$ cat config.mk
export PLATFORM = sky130hd
export DESIGN_NAME = rvBnnCore
export DESIGN_NICKNAME = d
export VERILOG_FILES = /design/src/rvBnnPkg.sv /design/src/rvBnnBus.sv /design/src/fetchStage.sv /design/src/registerFile.sv /design/src/decodeStage.sv /design/src/bnnUnit.sv /design/src/executeStage.sv /design/src/rvBnnCore.sv
export SDC_FILE = /design/constraint.sdc
export NUM_CORES = 2
export LEC_CHECK = 0
export BUFFER_PORTS_ARGS = -buffer_cell sky130_fd_sc_hd__buf_2
export CAP_MARGIN = 40
export CORE_ASPECT_RATIO = 0.6
export CORE_MARGIN = 2
export CORE_UTILIZATION = 30
export DETAILED_ROUTE_END_ITERATION = 16
export PLACE_DENSITY = 0.43
export SLEW_MARGIN = 20
export SYNTH_ARGS = -nofsm -noshare
export SYNTH_HDL_FRONTEND = slang
export SYNTH_SLANG_ARGS = --single-unit
$ cat constraint.sdc
create_clock -name clk -period 18.95 [get_ports clk]
set_input_delay 2.8425 -clock clk [delete_from_list [all_inputs] [get_ports clk]]
set_output_delay 2.8425 -clock clk [all_outputs]
set_load 0.02 [all_outputs]
$ cat src/rvBnnPkg.sv
package rvBnnPkg;

    localparam int DataWidth        = 32;                          // Register and instruction width
    localparam int RegAddrWidth     = 5;                           // Register index width
    localparam int PopcntGroupWidth = 4;                           // Bits per first-level group
    localparam int PopcntGroups     = DataWidth / PopcntGroupWidth; // First-level group count
    localparam int CountWidth       = $clog2(DataWidth + 1);       // Full popcount width, 0..32

    // Major opcodes
    localparam logic [6:0] OpcOp      = 7'b0110011;                // Register-register ALU
    localparam logic [6:0] OpcOpImm   = 7'b0010011;                // Register-immediate ALU
    localparam logic [6:0] OpcLui     = 7'b0110111;                // Load upper immediate
    localparam logic [6:0] OpcCustom0 = 7'b0001011;                // BNN extension

    // Integer funct3 codes, shared by OP and OP-IMM
    localparam logic [2:0] F3AddSub = 3'b000;
    localparam logic [2:0] F3Sll    = 3'b001;
    localparam logic [2:0] F3Xor    = 3'b100;
    localparam logic [2:0] F3Srl    = 3'b101;
    localparam logic [2:0] F3Or     = 3'b110;
    localparam logic [2:0] F3And    = 3'b111;

    // Custom-0 funct3 codes
    localparam logic [2:0] F3Popcnt = 3'b000;                      // R-type, funct7 zero
    localparam logic [2:0] F3Act    = 3'b001;                      // R-type, funct7 zero
    localparam logic [2:0] F3SetMs  = 3'b010;                      // I-type
    localparam logic [2:0] F3SetAt  = 3'b011;                      // I-type

    localparam logic [6:0] F7Base = 7'b0000000;
    localparam logic [6:0] F7Sub  = 7'b0100000;

    localparam logic [DataWidth-1:0] NopInstr = 32'h0000_0013;     // ADDI x0, x0, 0

    typedef enum logic [3:0] {
        ExNop, ExAdd, ExSub, ExAnd, ExOr, ExXor, ExSll, ExSrl,
        ExLui, ExPopcnt, ExAct, ExSetSize, ExSetThresh
    } exOp_t;

    // Count of one group, 0..4
    typedef logic [$clog2(PopcntGroupWidth + 1)-1:0] partialCount_t;

endpackage

$ cat src/rvBnnBus.sv
interface rvBnnBus;

    import rvBnnPkg::*;

    logic                    valid;       // Real instruction in execute
    exOp_t                   op;          // Execute operation
    logic                    useImm;      // Operand B from imm
    logic [RegAddrWidth-1:0] rs1;         // Source indices for forwarding
    logic [RegAddrWidth-1:0] rs2;
    logic [RegAddrWidth-1:0] rd;          // Destination, nonzero when op writes
    logic [DataWidth-1:0]    rs1Data;     // Register file values read in decode
    logic [DataWidth-1:0]    rs2Data;
    logic [DataWidth-1:0]    imm;         // Extended immediate

    modport decode (
        output valid, op, useImm,
        output rs1, rs2, rd,
        output rs1Data, rs2Data, imm
    );

    modport execute (
        input valid, op, useImm,
        input rs1, rs2, rd,
        input rs1Data, rs2Data, imm
    );

endinterface

$ cat src/fetchStage.sv
module fetchStage (
    input  logic                           clk,
    input  logic                           reset,
    input  logic [rvBnnPkg::DataWidth-1:0] instrF,
    output logic [rvBnnPkg::DataWidth-1:0] pcF,
    output logic [rvBnnPkg::DataWidth-1:0] instrD
);

    import rvBnnPkg::*;

    // No branches, so the PC only ever steps forward
    always_ff @(posedge clk) begin
        if (reset) begin
            pcF <= '0;                    // Start of program
        end else begin
            pcF <= pcF + DataWidth'(4);   // Next word
        end
    end

    always_ff @(posedge clk) begin
        if (reset) begin
            instrD <= NopInstr;           // Decode sees a no-op
        end else begin
            instrD <= instrF;             // Fetch/decode register
        end
    end

endmodule

$ cat src/registerFile.sv
module registerFile (
    input  logic                              clk,
    input  logic                              reset,
    input  logic [rvBnnPkg::RegAddrWidth-1:0] readAddr1,
    input  logic [rvBnnPkg::RegAddrWidth-1:0] readAddr2,
    output logic [rvBnnPkg::DataWidth-1:0]    readData1,
    output logic [rvBnnPkg::DataWidth-1:0]    readData2,
    input  logic                              writeEn,
    input  logic [rvBnnPkg::RegAddrWidth-1:0] writeAddr,
    input  logic [rvBnnPkg::DataWidth-1:0]    writeData
);

    import rvBnnPkg::*;

    logic [DataWidth-1:0] regs [1:2**RegAddrWidth-1];   // x1..x31, x0 is not stored

    always_ff @(posedge clk) begin
        if (reset) begin
            for (int i = 1; i < 2**RegAddrWidth; i++) begin
                regs[i] <= '0;                          // Architectural state starts at zero
            end
        end else if (writeEn && writeAddr != '0) begin
            regs[writeAddr] <= writeData;
        end
    end

    // Write-through so decode sees a value committed in the same cycle
    always_comb begin
        if (readAddr1 == '0) readData1 = '0;
        else if (writeEn && writeAddr == readAddr1) readData1 = writeData;
        else readData1 = regs[readAddr1];

        if (readAddr2 == '0) readData2 = '0;
        else if (writeEn && writeAddr == readAddr2) readData2 = writeData;
        else readData2 = regs[readAddr2];
    end

    // Decode turns rd = x0 writes into no-ops, so none reach here
    noWriteX0: assert property (@(posedge clk) disable iff (reset) writeEn |-> writeAddr != '0)
        else $error("write to x0 reached the register file");

endmodule

$ cat src/decodeStage.sv
module decodeStage (
    input  logic                              clk,
    input  logic                              reset,
    input  logic [rvBnnPkg::DataWidth-1:0]    instrD,
    input  logic                              wbWe,
    input  logic [rvBnnPkg::RegAddrWidth-1:0] wbAddr,
    input  logic [rvBnnPkg::DataWidth-1:0]    wbData,
    rvBnnBus.decode                           bus
);

    import rvBnnPkg::*;

    logic [6:0]              opcode;
    logic [2:0]              funct3;
    logic [6:0]              funct7;
    logic [RegAddrWidth-1:0] rs1D, rs2D, rdD;
    logic [DataWidth-1:0]    immI, immU, immD;
    logic [DataWidth-1:0]    rs1DataD, rs2DataD;
    exOp_t                   rawOp;         // Operation before the x0 check
    exOp_t                   opD;
    logic                    useImmD;
    logic                    writesRd;
    logic                    validD;

    assign opcode = instrD[6:0];
    assign funct3 = instrD[14:12];
    assign funct7 = instrD[31:25];
    assign rdD    = instrD[11:7];
    assign rs1D   = instrD[19:15];
    assign rs2D   = instrD[24:20];

    assign immI = {{(DataWidth-12){instrD[31]}}, instrD[31:20]};   // Sign-extended I-format
    assign immU = {instrD[31:12], 12'b0};                         // U-format, low bits zero
    assign immD = (opcode == OpcLui) ? immU : immI;

    always_comb begin
        rawOp   = ExNop;                                // Undefined encodings fall through
        useImmD = 1'b0;
        case (opcode)
            OpcOp: begin
                if (funct7 == F7Base) begin
                    case (funct3)
                        F3AddSub: rawOp = ExAdd;
                        F3Sll:    rawOp = ExSll;
                        F3Xor:    rawOp = ExXor;
                        F3Srl:    rawOp = ExSrl;
                        F3Or:     rawOp = ExOr;
                        F3And:    rawOp = ExAnd;
                        default:  rawOp = ExNop;
                    endcase
                end else if (funct7 == F7Sub && funct3 == F3AddSub) begin
                    rawOp = ExSub;
                end
            end
            OpcOpImm: begin
                useImmD = 1'b1;
                case (funct3)
                    F3AddSub: rawOp = ExAdd;            // ADDI
                    F3Xor:    rawOp = ExXor;            // XORI
                    F3Or:     rawOp = ExOr;             // ORI
                    F3And:    rawOp = ExAnd;            // ANDI
                    default:  rawOp = ExNop;            // Immediate shifts not supported
                endcase
            end
            OpcLui: begin
                rawOp   = ExLui;
                useImmD = 1'b1;
            end
            OpcCustom0: begin
                case (funct3)
                    F3Popcnt: rawOp = (funct7 == F7Base) ? ExPopcnt : ExNop;
                    F3Act:    rawOp = (funct7 == F7Base) ? ExAct : ExNop;
                    F3SetMs:  rawOp = ExSetSize;
                    F3SetAt:  rawOp = ExSetThresh;
                    default:  rawOp = ExNop;
                endcase
                useImmD = (funct3 == F3SetMs) || (funct3 == F3SetAt);
            end
            default: rawOp = ExNop;
        endcase
    end

    // Writes to x0 vanish here, later stages never look at rd
    assign writesRd = !(rawOp inside {ExNop, ExSetSize, ExSetThresh});
    assign opD      = (writesRd && rdD == '0) ? ExNop : rawOp;
    assign validD   = (opD != ExNop);

    registerFile regFile (
        .clk       (clk),
        .reset     (reset),
        .readAddr1 (rs1D),
        .readAddr2 (rs2D),
        .readData1 (rs1DataD),
        .readData2 (rs2DataD),
        .writeEn   (wbWe),
        .writeAddr (wbAddr),
        .writeData (wbData)
    );

    // Decode/execute register
    always_ff @(posedge clk) begin
        if (reset) begin
            bus.valid <= 1'b0;
            bus.op    <= ExNop;
        end else begin
            bus.valid <= validD;
            bus.op    <= opD;
        end
    end

    always_ff @(posedge clk) begin
        bus.useImm  <= useImmD;
        bus.rs1     <= rs1D;
        bus.rs2     <= rs2D;
        bus.rd      <= rdD;
        bus.rs1Data <= rs1DataD;
        bus.rs2Data <= rs2DataD;
        bus.imm     <= immD;
    end

endmodule

$ cat src/bnnUnit.sv
module bnnUnit (
    input  logic                           clk,
    input  logic                           reset,
    input  rvBnnPkg::exOp_t                op,
    input  logic [rvBnnPkg::DataWidth-1:0] opA,
    input  logic [rvBnnPkg::DataWidth-1:0] opB,
    input  logic [rvBnnPkg::DataWidth-1:0] imm,
    output rvBnnPkg::partialCount_t        countsE [rvBnnPkg::PopcntGroups],
    input  rvBnnPkg::partialCount_t        countsW [rvBnnPkg::PopcntGroups],
    input  logic                           activateW,
    output logic [rvBnnPkg::DataWidth-1:0] bnnResult
);

    import rvBnnPkg::*;

    logic [CountWidth-1:0] matrixSize;      // 1..32 valid bits
    logic [DataWidth-1:0]  threshold;       // Activation threshold
    logic [DataWidth-1:0]  sizeMask;
    logic [DataWidth-1:0]  matchBits;       // Masked XNOR
    logic                  bnnActive;
    logic [CountWidth-1:0] countSum;

    // Configuration, visible to the next instruction in execute
    always_ff @(posedge clk) begin
        if (reset) begin
            matrixSize <= CountWidth'(DataWidth);
            threshold  <= '0;
        end else if (op == ExSetSize) begin
            if (imm == '0 || imm > DataWidth) matrixSize <= CountWidth'(DataWidth);
            else matrixSize <= imm[CountWidth-1:0];
        end else if (op == ExSetThresh) begin
            threshold <= imm;
        end
    end

    always_comb begin
        for (int i = 0; i < DataWidth; i++) begin
            sizeMask[i] = (i < matrixSize);          // Drop bits at and above the size
        end
    end

    assign bnnActive = (op == ExPopcnt) || (op == ExAct);
    assign matchBits = ~(opA ^ opB) & sizeMask;

    // First level in execute, counts stay zero off the BNN path
    always_comb begin
        for (int g = 0; g < PopcntGroups; g++) begin
            countsE[g] = '0;
            if (bnnActive) begin
                for (int b = 0; b < PopcntGroupWidth; b++) begin
                    countsE[g] = countsE[g]
                               + partialCount_t'(matchBits[g*PopcntGroupWidth + b]);
                end
            end
        end
    end

    // Second level in writeback
    always_comb begin
        countSum = '0;
        for (int g = 0; g < PopcntGroups; g++) begin
            countSum = countSum + CountWidth'(countsW[g]);
        end
    end

    assign bnnResult = activateW ? DataWidth'(DataWidth'(countSum) >= threshold)
                                 : DataWidth'(countSum);

    // The count in writeback was masked by the size still held now
    sumInRange: assert property (@(posedge clk) disable iff (reset) countSum <= matrixSize)
        else $error("popcount %0d exceeds matrix size %0d", countSum, matrixSize);

endmodule

$ cat src/executeStage.sv
module executeStage (
    input  logic                              clk,
    input  logic                              reset,
    rvBnnBus.execute                          bus,
    output logic                              wbWe,
    output logic [rvBnnPkg::RegAddrWidth-1:0] wbAddr,
    output logic [rvBnnPkg::DataWidth-1:0]    wbData
);

    import rvBnnPkg::*;

    logic [DataWidth-1:0] opA, opB;          // Forwarded operands
    logic [DataWidth-1:0] aluB;              // Register or immediate
    logic [DataWidth-1:0] aluResultE;
    logic [DataWidth-1:0] aluResultW;
    logic [DataWidth-1:0] bnnResult;
    exOp_t                opE;               // Operation gated by valid
    logic                 writesE;
    logic                 bnnPathE, bnnPathW;
    logic                 activateE, activateW;
    partialCount_t        countsE [PopcntGroups];
    partialCount_t        countsW [PopcntGroups];

    // Writeback forwarding, x0 never matches since wbAddr is nonzero on wbWe
    assign opA = (wbWe && wbAddr == bus.rs1) ? wbData : bus.rs1Data;
    assign opB = (wbWe && wbAddr == bus.rs2) ? wbData : bus.rs2Data;

    assign aluB = bus.useImm ? bus.imm : opB;
    assign opE  = bus.valid ? bus.op : ExNop;

    always_comb begin
        case (opE)
            ExAdd:   aluResultE = opA + aluB;
            ExSub:   aluResultE = opA - aluB;
            ExAnd:   aluResultE = opA & aluB;
            ExOr:    aluResultE = opA | aluB;
            ExXor:   aluResultE = opA ^ aluB;
            ExSll:   aluResultE = opA << aluB[4:0];     // Low 5 bits only
            ExSrl:   aluResultE = opA >> aluB[4:0];
            ExLui:   aluResultE = bus.imm;
            default: aluResultE = '0;
        endcase
    end

    assign writesE   = !(opE inside {ExNop, ExSetSize, ExSetThresh});
    assign bnnPathE  = (opE == ExPopcnt) || (opE == ExAct);
    assign activateE = (opE == ExAct);

    bnnUnit bnn (
        .clk       (clk),
        .reset     (reset),
        .op        (opE),
        .opA       (opA),
        .opB       (opB),
        .imm       (bus.imm),
        .countsE   (countsE),
        .countsW   (countsW),
        .activateW (activateW),
        .bnnResult (bnnResult)
    );

    // Execute/writeback register
    always_ff @(posedge clk) begin
        if (reset) begin
            wbWe <= 1'b0;
        end else begin
            wbWe <= writesE;
        end
    end

    always_ff @(posedge clk) begin
        wbAddr     <= bus.rd;
        aluResultW <= aluResultE;
        bnnPathW   <= bnnPathE;
        activateW  <= activateE;
        countsW    <= countsE;                          // Split popcount crosses here
    end

    assign wbData = bnnPathW ? bnnResult : aluResultW;  // Path select in writeback

    wbAddrNonzero: assert property (@(posedge clk) disable iff (reset) wbWe |-> wbAddr != '0)
        else $error("writeback enabled for x0");

endmodule

$ cat src/rvBnnCore.sv
module rvBnnCore (
    input  logic                              clk,
    input  logic                              reset,
    input  logic [rvBnnPkg::DataWidth-1:0]    instrF,
    output logic [rvBnnPkg::DataWidth-1:0]    pcF,
    output logic                              regWe,
    output logic [rvBnnPkg::RegAddrWidth-1:0] regAddr,
    output logic [rvBnnPkg::DataWidth-1:0]    regData
);

    import rvBnnPkg::*;

    logic [DataWidth-1:0] instrD;            // Fetch to decode

    rvBnnBus bus ();                         // Decode to execute

    fetchStage fetch (
        .clk    (clk),
        .reset  (reset),
        .instrF (instrF),
        .pcF    (pcF),
        .instrD (instrD)
    );

    decodeStage decode (
        .clk    (clk),
        .reset  (reset),
        .instrD (instrD),
        .wbWe   (regWe),                     // Writeback doubles as the commit port
        .wbAddr (regAddr),
        .wbData (regData),
        .bus    (bus.decode)
    );

    executeStage execute (
        .clk    (clk),
        .reset  (reset),
        .bus    (bus.execute),
        .wbWe   (regWe),
        .wbAddr (regAddr),
        .wbData (regData)
    );

endmodule

==> impl_metrics.json <==
{
  "yosysTopAreaCell": "edfxtp_1",
  "core_mm2": 0.237,
  "rows": 138,
  "syn_avg_cell_area_um2": 12.5,
  "cp_top_family": "adder cells",
  "crit_path_frequent_cell": "fa_1",
  "synth.area.top_cells": "edfxtp_1, mux4_2, dfxtp_1",
  "r2r_start": "execute.countsW[11]",
  "grtUsageMet1_pct": 42.9,
  "worstSkewPairLatency_ns": 0.82,
  "min_period_ns": 9.88,
  "antenna_found_initial": 24,
  "max_freq_mhz": 101,
  "num_vias": 54500,
  "fin_nets": 5984,
  "drt_pass1_iterations": 6,
  "path_clk_slew_ns": 0.07,
  "worstMarginPinSlew_ns": 1.04,
  "rrSetupSlack_ns": 9.07,
  "finalWirelength_mm": 340,
  "fin_worst_skew_ns": 0.0442,
  "synth.cell_area_mm2": 0.0717,
  "die_h_um": 383,
  "worst_setup_path_start_kind": "flop",
  "via_per_inst": 6.02,
  "finalMaxSlewViolations": 0,
  "relSlewSlack_pct": 29.7,
  "p_leak_uw": 0.0279,
  "timing.final.crit_share_pct": 52.1,
  "layout-drive-gt1-share_pct": 23.2,
  "synthArstFlopShare_pct": 0,
  "die_w_um": 635,
  "grt_max_degree": 82,
  "hold_end": "execute.wbAddr[3]",
  "io-pin-count": 104,
  "cts_buffers": 145,
  "grt_pass1_wl_mm": 462,
  "synth.distinct_cells": 91,
  "dp_cells": 8787,
  "grt_overflow": 0,
  "cts_tree": "yes",
  "wl_per_cell_um": 37.6,
  "synth_flop_cell": "edfxtp_1",
  "synth_edf_count": 1024,
  "post_cts_buffers": 0,
  "critPathMaxStageDelay_ns": 0.68,
  "ys_warn_count": 0,
  "drt_iter0_drc": 8933,
  "met3_usage_pct": 9.21,
  "worstSetupPathType": "flop to flop",
  "yosysTopAreaCellShare_pct": 42.9,
  "drc": 0,
  "grt-busiest-layer": "met1",
  "hold_depth": 0,
  "antenna_left": 0,
  "ir_worst_vdd_v": 0.0000671,
  "cpMaxStageDelayCell": "or3_1",
  "htreeDepth": 4,
  "holdCritStartpoint": "decode.bus.rd[3]",
  "area_delta_synth_final_pct": 13.8,
  "port_buffers": 101,
  "tns_ns": 0,
  "drv_cap": 0,
  "cellPowerDensity_mw_per_mm2": 91.8,
  "hold_path.class": "flop to flop",
  "hpwl_mm": 226,
  "cp.buffers_inverters": 2,
  "post_cts_resized": 0,
  "start_util_pct": 30.3,
  "hold_slack_ns": 0.327,
  "cts_sinks": 1305,
  "end_kind": "flop",
  "place_ws_ns": 9.37,
  "cp.arrival_ns": 10.54,
  "ys_ff_latch": 1305,
  "outcome": "completed",
  "ys_seq_area_share_pct": 50.7,
  "final_cells": 9054,
  "yosysMostFrequentCell": "nor2_1",
  "setup_violations": 0,
  "grtUsageTotal_pct": 27.5,
  "cp.required_ns": 19.62,
  "rr_worst_depth": 30,
  "final-hold-violation-count": 0,
  "hold_buffers": 0,
  "die-area_mm2": 0.243,
  "clock_path_buffers": 4,
  "yosys-top-cells-count": "nor2_1, edfxtp_1, mux4_2",
  "setup_ws_ns": 9.07,
  "r2r-end": "execute.aluResultW[28]",
  "clockRootBuffer": "clkbuf_16",
  "grt_pass1_vias": 52000,
  "syn-instance-count": 5756,
  "grt_use_met2_pct": 36.1,
  "rsz0062_at_grt": "no",
  "place.gp.congestion": 1.03,
  "crit_path_max_fanout": 28
}
-- cells in the final DEF (no fill, tap or decap), drive strengths merged, types with 48 or more instances in the layout --
master and count:
clkinv 51, inv 165, nor3 48, nand3 54, nor2 1176, nand2 326, xnor2 92, mux2i 127
dfxtp 281, nor2b 114, a211oi 150, o211ai 53, o21ai 123, clkbuf 193, ha 126, mux4 641
nand2b 51, a21oi 162, edfxtp 1024, buf 384
-- per-stage QoR --
stage	instance area (um2)	util [%]	total power, uW
after floorplan	71900	-	4100
after CTS	81400	34.4	7470
after global placement	76300	32.2	4690
after global routing	81600	34.5	7700
after detailed placement	77000	32.5	4700
final	81600	34.5	7500
-- where the power goes --
part           internal (uW)  switching [uW]
registers               3180            77.4
logic                    506             945
clock network           1540            1250
total                   5220            2270
-- kinds of logic after synthesis --
group / count (synthesis) / synth area share [%]
simple gates: 1952 / 11.8
flops: 1305 / 50.7
mux: 789 / 22.2
compound gates: 729 / 6.91
buf+inv: 692 / 3.79
fa+ha+maj: 152 / 2.92
xor+xnor: 136 / 1.66
other cells: 1 / 0.00523
-- worst max-delay path by stage --
stage                              from                endpoint  slack (ns)  cells past startpoint
floorplan           execute.countsW[11]  execute.aluResultW[23]       10.71                     33
global placement    execute.countsW[11]  execute.aluResultW[31]        9.34                     29
detailed placement  execute.countsW[11]  execute.aluResultW[31]        9.37                     29
CTS                 execute.countsW[11]  execute.aluResultW[31]        9.31                     29
global route        execute.countsW[11]  execute.aluResultW[28]        8.55                     30
finish              execute.countsW[11]  execute.aluResultW[28]        9.07                     30
-- flip-flops by register name, indices dropped and copies added (netlist names), 4 cells and up --
signal / cells
decode.bus.imm: 32
execute.countsW: 24
fetch.instrD: 32
decode.regFile.regs: 1024
execute.aluResultW: 32
decode.bus.rs1: 5
execute.bnn.matrixSize: 6
execute.bnn.threshold: 32
decode.bus.rs2Data: 32
decode.bus.rd: 5
fetch.pcF: 30
decode.bus.rs2: 5
decode.bus.rs1Data: 32
decode.bus.op: 4
execute.wbAddr: 5
-- metal layers --
layer / up-vias / wire [um]
met5: - / 66
met4: 10 / 7610
met3: 434 / 43700
met2: 3563 / 131000
met1: 28900 / 158000
li1: 21600 / -
-- area by class of cell --
| cell class | instances | area, um2 |
|---|---|---|
| repair buffers | 389 | 3220 |
| well taps | 3150 | 3940 |
| inverters | 165 | 624 |
| fillers | 23100 | 155000 |
| clock buffers | 189 | 3960 |
| clock inverters | 61 | 425 |
| flip-flops and latches | 1305 | 36400 |
| multi-input cells | 3792 | 33100 |
| diodes | 3 | 7.51 |
-- worst reg2reg max path, delay by kind of cell, from the launching register on --
family | cells | cell delay, ns
adder cells (fa/ha/maj) | 9 | 3.73
AND/OR/NAND/NOR | 9 | 2.87
AO/OA/AOI/OAI | 8 | 2.43
flip-flops | 1 | 0.31
XOR/XNOR | 2 | 0.30
buffers and inverters | 2 | 0.11
No activity file was read; power rests on OpenSTA's default activity.
